## src/design/fm_acc_pkg.sv

```systemverilog
// FM accumulator package with slot, channel config and stereo sample types

package fm_acc_pkg;

    // Six channels times four operators per round
    localparam int num_slots  = 24;
    // Width of the slot counter
    localparam int slot_cnt_w = $clog2(num_slots);

    // Decoded view of the current slot
    typedef struct packed {
        // Channel number 0, 1, 2, 4, 5 or 6
        logic [2:0] cur_ch;
        // Slot group 0 to 3
        logic [1:0] cur_op;
        // Operator entry flags, one per group
        logic       s1_enters;
        logic       s2_enters;
        logic       s3_enters;
        logic       s4_enters;
        // First slot of a round
        logic       zero;
    } slot_t;

    // Per-channel configuration
    typedef struct packed {
        // Algorithm 0 to 7
        logic [2:0] alg;
        // Bit 1 left enable, bit 0 right enable
        logic [1:0] rl;
    } ch_cfg_t;

    // Signed stereo pair
    typedef struct packed {
        logic signed [15:0] l;
        logic signed [15:0] r;
    } stereo_t;

    // One configuration write
    typedef struct packed {
        // Target channel
        logic [2:0] ch;
        ch_cfg_t    cfg;
    } cfg_wr_t;

endpackage

```

## src/design/slot_sequencer.sv

```systemverilog
// Slot sequencer stepping the 24-slot channel and operator order on clock enable

module slot_sequencer
    import fm_acc_pkg::*;
(
    input  logic  clk,
    input  logic  rst_n,
    input  logic  clk_en,
    output slot_t slot
);

    // Slot index 0 to num_slots-1
    logic [slot_cnt_w-1:0] cnt;
    logic [slot_cnt_w-1:0] cnt_nxt;
    logic                  cnt_last;

    // Map a slot index to channel, group and flags
    function automatic slot_t decode_slot(input logic [slot_cnt_w-1:0] n);
        slot_t      s;
        logic [2:0] chi;
        logic [1:0] grp;
        chi = 3'(n % slot_cnt_w'(6));
        grp = 2'(n / slot_cnt_w'(6));
        s   = '0;
        // Channel 3 is skipped in the order
        case (chi)
            3'd0:    s.cur_ch = 3'd0;
            3'd1:    s.cur_ch = 3'd1;
            3'd2:    s.cur_ch = 3'd2;
            3'd3:    s.cur_ch = 3'd4;
            3'd4:    s.cur_ch = 3'd5;
            default: s.cur_ch = 3'd6;
        endcase
        s.cur_op = grp;
        // Groups run S1, S3, S2, S4
        case (grp)
            2'd0:    s.s1_enters = 1'b1;
            2'd1:    s.s3_enters = 1'b1;
            2'd2:    s.s2_enters = 1'b1;
            default: s.s4_enters = 1'b1;
        endcase
        s.zero = (n == '0);
        return s;
    endfunction

    assign cnt_last = (cnt == slot_cnt_w'(num_slots - 1));
    // Wrap at end of round
    assign cnt_nxt  = cnt_last ? '0 : cnt + 1'b1;

    // Decode of the next index is registered together with the counter
    always_ff @(posedge clk) begin
        if (!rst_n) begin
            cnt  <= '0;
            slot <= decode_slot('0);
        end else if (clk_en) begin
            cnt  <= cnt_nxt;
            slot <= decode_slot(cnt_nxt);
        end
    end

endmodule

```

## src/design/channel_regs.sv

```systemverilog
// Channel register file holding algorithm and panning with lookup by current slot

module channel_regs
    import fm_acc_pkg::*;
(
    input  logic    clk,
    input  logic    rst_n,
    input  logic    cfg_we,
    input  cfg_wr_t cfg_wr,
    input  slot_t   slot,
    output ch_cfg_t cur_cfg
);

    // Indexed by channel number, entries 3 and 7 stay at reset value
    ch_cfg_t cfg_tbl [8];
    logic    wr_valid;

    // Channels 3 and 7 do not exist
    assign wr_valid = cfg_we && (cfg_wr.ch[1:0] != 2'b11);

    // Writes do not wait for clk_en
    always_ff @(posedge clk) begin
        if (!rst_n) begin
            for (int i = 0; i < 8; i++) begin
                // Algorithm 0, both sides on
                cfg_tbl[i].alg <= 3'd0;
                cfg_tbl[i].rl  <= 2'b11;
            end
        end else if (wr_valid) begin
            cfg_tbl[cfg_wr.ch] <= cfg_wr.cfg;
        end
    end

    // Combinational lookup for the mixer
    assign cur_cfg = cfg_tbl[slot.cur_ch];

endmodule

```

## src/design/single_acc.sv

```systemverilog
// Saturating accumulator summing one round of samples into a clamped output

module single_acc #(
    parameter int win   = 16,
    parameter int wout  = 16,
    parameter int acc_w = 19
) (
    input  logic                   clk,
    input  logic                   rst_n,
    input  logic                   clk_en,
    input  logic signed [win-1:0]  op_result,
    input  logic                   sum_en,
    input  logic                   zero,
    output logic signed [wout-1:0] snd
);

    logic signed [acc_w-1:0] acc;
    logic signed [acc_w-1:0] acc_in;
    logic signed [wout-1:0]  acc_sat;
    logic                    ovf_pos;
    logic                    ovf_neg;

    // Sign extension into the wide accumulator
    assign acc_in = {{(acc_w - win){op_result[win-1]}}, op_result};

    // Bits above the output MSB must match the sign
    assign ovf_pos = ~acc[acc_w-1] & (|acc[acc_w-2:wout-1]);
    assign ovf_neg = acc[acc_w-1] & ~(&acc[acc_w-2:wout-1]);

    // Clamp to the signed output range
    always_comb begin
        if (ovf_pos) begin
            acc_sat = {1'b0, {(wout - 1){1'b1}}};
        end else if (ovf_neg) begin
            acc_sat = {1'b1, {(wout - 1){1'b0}}};
        end else begin
            acc_sat = acc[wout-1:0];
        end
    end

    always_ff @(posedge clk) begin
        if (!rst_n) begin
            acc <= '0;
            snd <= '0;
        end else if (clk_en) begin
            if (zero) begin
                // Round start, restart with this slot and publish old sum
                acc <= sum_en ? acc_in : '0;
                snd <= acc_sat;
            end else if (sum_en) begin
                acc <= acc + acc_in;
            end
        end
    end

endmodule

```

## src/design/acc_mix.sv

```systemverilog
// Output mixer selecting carriers and ADPCM slots into left and right accumulators

module acc_mix
    import fm_acc_pkg::*;
#(
    parameter int win   = 16,
    parameter int wout  = 16,
    parameter int acc_w = 19
) (
    input  logic               clk,
    input  logic               rst_n,
    input  logic               clk_en,
    input  logic signed [13:0] op_result,
    input  slot_t              slot,
    input  ch_cfg_t            cur_cfg,
    input  stereo_t            adpcm_a,
    input  stereo_t            adpcm_b,
    output stereo_t            snd
);

    logic                   carrier;
    logic signed [15:0]     op_ext;
    logic signed [15:0]     a_l_sh;
    logic signed [15:0]     a_r_sh;
    logic signed [15:0]     b_l_sh;
    logic signed [15:0]     b_r_sh;
    logic signed [win-1:0]  acc_in_l;
    logic signed [win-1:0]  acc_in_r;
    logic                   acc_en_l;
    logic                   acc_en_r;
    logic signed [wout-1:0] snd_l;
    logic signed [wout-1:0] snd_r;

    // Carrier operators per algorithm
    always_comb begin
        case (cur_cfg.alg)
            3'd4:       carrier = slot.s2_enters | slot.s4_enters;
            3'd5, 3'd6: carrier = ~slot.s1_enters;
            3'd7:       carrier = 1'b1;
            // Algorithms 0 to 3 only output S4
            default:    carrier = slot.s4_enters;
        endcase
    end

    assign op_ext = 16'(op_result);

    // ADPCM gain, upper bits drop off
    assign a_l_sh = adpcm_a.l <<< 3;
    assign a_r_sh = adpcm_a.r <<< 3;
    assign b_l_sh = adpcm_b.l <<< 2;
    assign b_r_sh = adpcm_b.r <<< 2;

    // Group 0 of channels 2 and 6 carries ADPCM instead of FM
    always_comb begin
        case ({slot.cur_op, slot.cur_ch})
            {2'd0, 3'd2}: begin
                // ADPCM-A on both sides
                acc_in_l = win'(a_l_sh);
                acc_in_r = win'(a_r_sh);
                acc_en_l = 1'b1;
                acc_en_r = 1'b1;
            end
            {2'd0, 3'd6}: begin
                // ADPCM-B on both sides
                acc_in_l = win'(b_l_sh);
                acc_in_r = win'(b_r_sh);
                acc_en_l = 1'b1;
                acc_en_r = 1'b1;
            end
            default: begin
                acc_in_l = win'(op_ext);
                acc_in_r = win'(op_ext);
                // Panning gates each side
                acc_en_l = carrier & cur_cfg.rl[1];
                acc_en_r = carrier & cur_cfg.rl[0];
            end
        endcase
    end

    single_acc #(
        .win   (win),
        .wout  (wout),
        .acc_w (acc_w)
    ) u_left (
        .clk       (clk),
        .rst_n     (rst_n),
        .clk_en    (clk_en),
        .op_result (acc_in_l),
        .sum_en    (acc_en_l),
        .zero      (slot.zero),
        .snd       (snd_l)
    );

    single_acc #(
        .win   (win),
        .wout  (wout),
        .acc_w (acc_w)
    ) u_right (
        .clk       (clk),
        .rst_n     (rst_n),
        .clk_en    (clk_en),
        .op_result (acc_in_r),
        .sum_en    (acc_en_r),
        .zero      (slot.zero),
        .snd       (snd_r)
    );

    // Stereo output word
    assign snd.l = 16'(snd_l);
    assign snd.r = 16'(snd_r);

endmodule

```

## src/design/fm_acc_top.sv

```systemverilog
// FM output stage top level joining slot sequencer, channel registers and mixer

module fm_acc_top
    import fm_acc_pkg::*;
#(
    // Mixer input width
    parameter int win   = 16,
    // Output sample width
    parameter int wout  = 16,
    // Accumulator width with headroom
    parameter int acc_w = 19
) (
    input  logic               clk,
    input  logic               rst_n,
    input  logic               clk_en,
    input  logic signed [13:0] op_result,
    input  stereo_t            adpcm_a,
    input  stereo_t            adpcm_b,
    input  logic               cfg_we,
    input  cfg_wr_t            cfg_wr,
    output slot_t              slot,
    output stereo_t            snd
);

    // Config of the channel in the current slot
    ch_cfg_t cur_cfg;

    slot_sequencer u_seq (
        .clk    (clk),
        .rst_n  (rst_n),
        .clk_en (clk_en),
        .slot   (slot)
    );

    channel_regs u_regs (
        .clk     (clk),
        .rst_n   (rst_n),
        .cfg_we  (cfg_we),
        .cfg_wr  (cfg_wr),
        .slot    (slot),
        .cur_cfg (cur_cfg)
    );

    acc_mix #(
        .win   (win),
        .wout  (wout),
        .acc_w (acc_w)
    ) u_mix (
        .clk       (clk),
        .rst_n     (rst_n),
        .clk_en    (clk_en),
        .op_result (op_result),
        .slot      (slot),
        .cur_cfg   (cur_cfg),
        .adpcm_a   (adpcm_a),
        .adpcm_b   (adpcm_b),
        .snd       (snd)
    );

endmodule

```

## config.mk

```make
export PLATFORM = sky130hd
export DESIGN_NAME = fm_acc_top
export DESIGN_NICKNAME = d
export VERILOG_FILES = /design/src/design/fm_acc_pkg.sv /design/src/design/slot_sequencer.sv /design/src/design/channel_regs.sv /design/src/design/single_acc.sv /design/src/design/acc_mix.sv /design/src/design/fm_acc_top.sv
export SDC_FILE = /design/constraint.sdc
export NUM_CORES = 1
export LEC_CHECK = 0
export BUFFER_PORTS_ARGS = -buffer_cell sky130_fd_sc_hd__buf_2
export CORE_ASPECT_RATIO = 1.4
export CORE_MARGIN = 2
export CORE_UTILIZATION = 58
export DETAILED_ROUTE_END_ITERATION = 10
export GPL_TIMING_DRIVEN = 0
export HOLD_SLACK_MARGIN = 0.02
export PLACE_DENSITY = 0.81
export SKIP_LAST_GASP = 1
export SLEW_MARGIN = 5
export SYNTH_ARGS = -nofsm -noshare
export SYNTH_HDL_FRONTEND = slang
export SYNTH_HIERARCHICAL = 1
export SYNTH_SLANG_ARGS = --single-unit
export TNS_END_PERCENT = 20
```

## constraint.sdc

```tcl
create_clock -name clk -period 3.8 [get_ports clk]
set_input_delay 0.38 -clock clk [delete_from_list [all_inputs] [get_ports clk]]
set_output_delay 0.38 -clock clk [all_outputs]
set_load 0.1 [all_outputs]
```

After elaboration in Yosys (flattened, before gate mapping)
Memories as Yosys holds them, arrays and structs flattened. A register that Yosys moved wholly into a read port is not among the register bits.
Index checks and enable logic that the tools add are counted.
{"block": "classes", "order_cmp": 0, "n_eq_ne": 14, "reduce_logical": 17, "shift": 0, "muxes": 30, "div_mod_pow": 2, "multipliers": 0, "bitwise": 12, "addsub": 3}
{"op": "19-bit 2-to-1 mux", "n": 6}
{"op": "16-bit 2-to-1 mux", "n": 4}
{"op": "16-bit one-hot mux with 2 select lines", "n": 2}
{"op": "19-bit by 16-bit adder with 19-bit output", "n": 2}
{"op": "3-bit equality test, second input constant", "n": 5}
{"op": "3-bit one-hot mux with 5 select lines", "n": 1}
{"op": "1-bit 2-to-1 mux", "n": 11}
{"op": "5-bit 2-to-1 mux", "n": 2}
{"op": "3-bit 2-to-1 mux", "n": 3}
{"op": "3-bit OR reduction", "n": 3}
{"op": "1-bit AND", "n": 6}
{"op": "3-bit by 2-bit equality test with 1-bit output, second input constant", "n": 2}
{"op": "2-bit AND reduction", "n": 3}
{"op": "3-bit AND reduction", "n": 2}
{"op": "5-bit by 1-bit adder with 5-bit output, second input constant", "n": 1}
{"op": "5-bit by 3-bit divider with 5-bit output, second input constant", "n": 1}
{"op": "5-bit by 2-bit equality test with 1-bit output, second input constant", "n": 1}
{"op": "5-bit by 3-bit equality test with 1-bit output, second input constant", "n": 1}
{"op": "5-bit equality test, second input constant", "n": 1}
{"op": "5-bit zero test", "n": 1}
{"op": "5-bit by 3-bit modulo with 5-bit output, second input constant", "n": 1}
{"op": "1-bit NOT", "n": 5}
{"op": "5-bit OR reduction", "n": 1}
{"op": "2-bit nonzero test", "n": 2}
{"op": "other kinds (10)", "n": 11}
{"block": "word_totals", "latch_bits": 0, "ff_bits": 85, "mem_count": 1, "wordCells": 91, "ram_bits": 40, "romBits": 0}
{"name": "u_regs.cfg_tbl", "depth": 8, "width": 5, "read_ports": 1, "rd_ports_with_merged_regs": 1, "wr": 8, "line_no": "channel_regs.sv:15", "text": "ch_cfg_t cfg_tbl [8];"}

Logic depth before layout (Yosys ltp)
{"block": "logic_depth", "word_depth": 7, "depth_mapped": 17}

Cells and area by module
The synthesis kept the hierarchy.
{"mod": "single_acc", "cells_per_inst": 327, "area_each_um2": 2466.1, "seq_area_each_um2": 700.7, "n_inst": 2}
{"mod": "channel_regs", "cells_per_inst": 111, "area_each_um2": 1826.8, "seq_area_each_um2": 1201.2, "n_inst": 1}
{"mod": "slot_sequencer", "cells_per_inst": 136, "area_each_um2": 1116.1, "seq_area_each_um2": 300.3, "n_inst": 1}
{"mod": "acc_mix", "cells_per_inst": 84, "area_each_um2": 574.3, "seq_area_each_um2": 0.0, "n_inst": 1}

Worst setup path before layout
OpenSTA, ideal clock, no wires.
{"block": "synth_timing", "path_kind": "register to register", "from": "register, netlist name u_seq/slot[7]", "to": "register u_mix.u_left.acc[18]", "n_path_buf": 2, "stages_incl_launch_ff": 15, "setup_time_ns": 0.079, "period_less_slack_ns": 3.767, "required_time_ns": 3.721, "slack_ns": 0.033, "t_arrival_ns": 3.688, "cell_sequence": "dfxtp_1 buf_6 mux4_1 mux2_2 xor2_1 a311oi_1 a21o_1 and2_1 clkbuf_1 nand2_1 nand2_1 nand2_1 nand2b_1 o21ai_0 a211oi_2"}
{"block": "synth_via", "elab_chain_cells": 5}
{"item": "5-bit by 2-bit equality test with 1-bit output or 5-bit by 3-bit equality test with 1-bit output (tied branches)", "line_no": "acc_mix.sv:55", "text": "case ({slot.cur_op, slot.cur_ch})"}
{"item": "2-bit OR reduction (no source line) (*)"}
{"item": "1-bit 2-to-1 mux (*)", "line_no": "acc_mix.sv:55"}
{"item": "via u_mix.acc_en_l", "line_no": "acc_mix.sv:29", "text": "logic acc_en_l;"}
{"item": "19-bit 2-to-1 mux or 2-bit nonzero test (tied branches)"}
{"item": "19-bit 2-to-1 mux or 2-bit AND reduction (tied branches)"}
{"item": "end signal, assigned", "line_no": "single_acc.sv:48", "text": "acc <= sum_en ? acc_in : '0;"}
{"item": "end signal, assigned", "line_no": "single_acc.sv:51", "text": "acc <= acc + acc_in;"}
{"item": "end, declared", "line_no": "single_acc.sv:17", "text": "logic signed [acc_w-1:0] acc;"}
The timed path passes the listed nets; every way through them passes the cells marked *. The select of a mux whose other input is x is not followed.
A chain may end at the register's enable or synchronous reset.

Worst setup path after layout
{"block": "layout_timing", "from": "register, netlist name u_seq/slot[8]", "to": "register u_mix.u_right.acc[11]"}
{"block": "layout_via", "elab_chain_cells": 5}
{"item": "5-bit by 3-bit equality test with 1-bit output or 5-bit by 2-bit equality test with 1-bit output (tied branches)", "line_no": "acc_mix.sv:55"}
{"item": "16-bit one-hot mux with 2 select lines (*)", "line_no": "acc_mix.sv:55"}
{"item": "via u_mix.acc_in_r[6]", "line_no": "acc_mix.sv:28", "text": "logic signed [win-1:0] acc_in_r;"}
{"item": "19-bit by 16-bit adder with 19-bit output (*)", "line_no": "single_acc.sv:51"}
{"item": "19-bit 2-to-1 mux (*)", "line_no": "single_acc.sv:50", "text": "end else if (sum_en) begin"}
{"item": "19-bit 2-to-1 mux (*)", "line_no": "single_acc.sv:46", "text": "if (zero) begin"}
{"item": "end signal, assigned", "line_no": "single_acc.sv:48"}
{"item": "end signal, assigned", "line_no": "single_acc.sv:51"}
{"item": "end, declared", "line_no": "single_acc.sv:17"}
Marks and branches as above.

==> impl_metrics.py <==
metrics = {
    "run_status": {
        "status": "finished, final reports clean",
    },
    "clock_network": {
        "clock_latency_ps": 430,
        "cts_sinks": 125,
        "ctsLongestPathBuffers": 2,
        "cts_tree": "done",
        "cts_root_buffer": "clkbuf_16",
        "numCtsBuffers": 17,
        "cts.clk_slew.worst_paths_ps": 60,
        "htree_num_levels": 4,
        "holdBufCountCts": 0,
        "post_cts_buffers": 0,
    },
    "placement": {
        "place_congestion": 0.984,
        "port_buffers": 121,
        "dpl.cell_count": 1303,
        "pre_cts_ws_ps": 25.2,
        "hpwl_um": 18100,
    },
    "power_and_ir_drop": {
        "seq_power_share_pct": 32.6,
        "pwr-share-clk_pct": 32.7,
        "p_sw_share_pct": 40.5,
        "p_int_mw": 2.93,
        "p_sw_mw": 2.00,
        "ir_drop_mv": 0.327,
        "power_density_nw_per_um2": 495,
        "leakage_nw": 4.22,
        "pwr-share-comb_pct": 34.7,
    },
    "timing": {
        "max_freq_mhz": 267,
        "rsz0062_at_grt": "true",
        "worst_clock_skew_ps": 14.3,
        "timing.final.crit_period_ps": 3740,
        "layout_setup_ws_ps": 56.1,
        "worst_pin_slew_ps": 899,
        "setup_viol": 0,
        "fin_crit_sh_pct": 98.5,
        "hold_violations": 0,
        "final.setup.tns_ps": 0,
        "drv_slew": 0,
        "relSlewSlack_pct": 39.4,
        "whs_ps": 256,
    },
    "global_route": {
        "grt_max_degree": 17,
        "grt_pass1_vias": 7984,
        "grt-ovfl-total": 0,
        "grt_pass1_wl_um": 38800,
        "grt_antenna_before_repair": 0,
        "grt.total_usage_pct": 31.4,
    },
    "synthesis": {
        "yosys.area_share.xor_xnor_pct": 3.61,
        "yosys.area.top_type_share_pct": 20.1,
        "synthSimpleGateAreaFrac_pct": 17.7,
        "yosysSeqAreaShare_pct": 34.4,
        "yosys_warnings": 6,
        "synth_top_area_cell": "dfxtp_1",
        "ys_types": 77,
        "yosys.area_share.adder_pct": 6.55,
        "synth_compound_area_share_pct": 25.1,
        "ys_seq_elements": 125,
        "synth.area.top_cells": "dfxtp_1 (20%), edfxtp_1 (14%), ha_1 (6.1%), nand2_1 (5.6%), a21oi_1 (5.6%)",
        "synth-async-reset-ratio_pct": 0,
        "synth-edff-count": 40,
        "synth_area_per_cell_um2": 8.58,
        "synth_top_family_by_area": "compound AO/OA/AOI/OAI gates",
        "syn_inst": 985,
        "synth_top_flop_cell": "dfxtp_1",
        "netlist_area_um2": 8450,
        "synthMuxAreaShare_pct": 7.73,
    },
    "setup_path": {
        "slowest_stage": "nor4b_4",
        "worst_r2r_path_depth": 12,
        "crit_required_ps": 4110,
        "r2r-end": "u_mix/u_right/acc[11]",
        "cp-end-kind": "register",
        "cpPeakStageDelay_ps": 620,
        "worstPathMaxFanout": 10,
        "path_common_cell": "a21oi_1",
        "r2r_slack_ps": 60,
        "worstPathCellList": "nor4b_4 > buf_4 > nor2_1 > a21oi_1 > ha_1 > a21oi_1 > o21ai_1 > a21o_1 > a221oi_2 > xor2_1 > nor3_1 > o21a_1",
        "path_class": "register to register",
        "worstReg2RegStart": "u_seq/slot[8]",
        "start_kind": "register",
        "cp.arrival_ps": 4060,
    },
    "detailed_routing": {
        "dr.pass1.iters": 6,
        "highest_layer": "met4",
        "antenna_left": 0,
        "route.met3.wl_um": 1520,
        "drt_iter0_drc": 629,
        "drc": 0,
        "wl_per_cell_um": 18.0,
        "drt_wl_total_um": 24100,
        "via_per_inst": 6.08,
        "vias": 8111,
        "wl_met1_um": 9040,
        "dr_wl_met2_um": 12500,
    },
    "layout": {
        "areaGrowthSynthToFinish_pct": 17.7,
        "num-fill-cells": 1169,
        "stdcell_count": 1333,
        "num_antenna_cells": 0,
        "utilization_pct": 69.2,
        "drive_above_1_share_pct": 19.6,
        "fin_nets": 1264,
    },
    "worst_hold_path": {
        "hold_start": "rst_n",
        "holdPathStages": 2,
        "min_path_type": "input port to register",
        "hold_end": "u_seq/slot[0]",
    },
    "floorplanning": {
        "start_util_pct": 58.8,
        "fp.coreArea_um2": 14400,
        "row_count": 52,
        "die_w_um": 106,
        "ioPinCount": 132,
        "die_area_um2": 15600,
        "die_h_um": 147,
    },
    "job": {
        "drv_cap": 0,
    },
}
-- placed cells by master, fill, tap and decap left out, drive strengths merged, types with 36 or more instances in the layout --
| cell | Yosys | layout |
|---|---|---|
| ha | 41 | 41 |
| buf | 21 | 142 |
| clkbuf | 38 | 53 |
| a21boi | 36 | 36 |
| edfxtp | 40 | 40 |
| nand2 | 129 | 129 |
| o21ai | 115 | 115 |
| nor2 | 52 | 52 |
| a21oi | 100 | 100 |
| inv | 34 | 41 |
| dfxtp | 85 | 85 |
-- synthesized netlist by cell type, types with 7 or more instances --
library cell and count:
a21boi_0 32, a21o_1 15, a21oi_1 94, and2_1 7
buf_2 15, clkbuf_1 38, dfxtp_1 85, edfxtp_1 40
ha_1 41, inv_1 34, mux2i_1 29, mux4_1 10
nand2_1 127, nand2b_1 12, nand3_1 17, nand4_1 7
nor2_1 51, nor2b_1 15, nor3_1 18, nor4_1 10
o21ai_0 92, o21ai_1 18, or3_1 12, xnor2_1 17
xor2_1 16
-- what timing repair did --
| item | in CTS | in global routing |
|---|---|---|
| pin swaps | 0 | 0 |
| gates resized for setup | 3 | 9 |
| endpoints found under the setup margin | 1 | 19 |
-- worst max path at each step --
stage	cells after the start	to	start	slack, ps
global route	12	u_mix/u_right/acc[11]	u_seq/slot[8]	-90
global placement	16	u_seq/slot[7]	u_seq/cnt[0]	70
detailed placement	9	u_mix/u_right/acc[18]	u_seq/slot[8]	30
finish	12	u_mix/u_right/acc[11]	u_seq/slot[8]	60
CTS	9	u_mix/u_left/acc[18]	u_seq/slot[8]	6
floorplan	14	u_mix/u_left/acc[18]	u_seq/slot[7]	30
-- cells by family after synthesis --
kind of cell    after synthesis
fa+ha+maj                    43
simple gates                306
flops                       125
buf+inv                      94
compound gates              334
xor+xnor                     34
other cells                   2
mux                          47
-- critical path: cells and delay by family, from the launching register on --
kind | cells | cell delay, ps
AO/OA/AOI/OAI | 6 | 1440
AND/OR/NAND/NOR | 3 | 810
flip-flops | 1 | 550
adder cells (fa/ha/maj) | 1 | 350
buffers and inverters | 1 | 320
XOR/XNOR | 1 | 170
-- power by group through the flow --
stage	combinational, mW	sequential [mW]	clock, mW
after CTS	1.69	1.60	1.63
after floorplan	0.953	1.97	0
after global routing	1.85	1.62	1.70
after detailed placement	1.67	1.63	0
final	1.71	1.60	1.61
after global placement	1.65	1.63	0
-- layout make-up --
class | instances | area [µm²] | share of cell area [%]
sequential | 125 | 2900 | 29.2
buffer | 57 | 273 | 2.74
clock buffer | 17 | 425 | 4.28
tap | 189 | 236 | 2.38
multi-input combinational | 774 | 5200 | 52.3
timing repair buffer | 121 | 606 | 6.09
inverter | 35 | 131 | 1.32
clock inverter | 15 | 173 | 1.74
-- flip-flops by register name, indices dropped and copies added, names as in the netlist --
signal	count
u_seq/cnt	5
u_regs/cfg_tbl	40
u_mix/u_right/acc	19
u_mix/u_right/snd	16
u_mix/u_left/acc	19
u_seq/slot	10
u_mix/u_left/snd	16
-- per-layer routing --
layer	vias up	track usage, %
met5	-	0
met4	0	15.9
met3	74	4.75
met2	334	57.0
met1	3820	35.5
li1	3883	-
-- metrics by stage --
stage | instance area (µm²) | power, mW
2_1_floorplan | 8480 | 2.92
3_3_place_gp | 9320 | 3.27
3_5_place_dp | 9320 | 3.30
4_1_cts | 9940 | 4.92
5_1_grt | 9950 | 5.16
6_report | 9950 | 4.93
(Power assumes the default switching activity.)
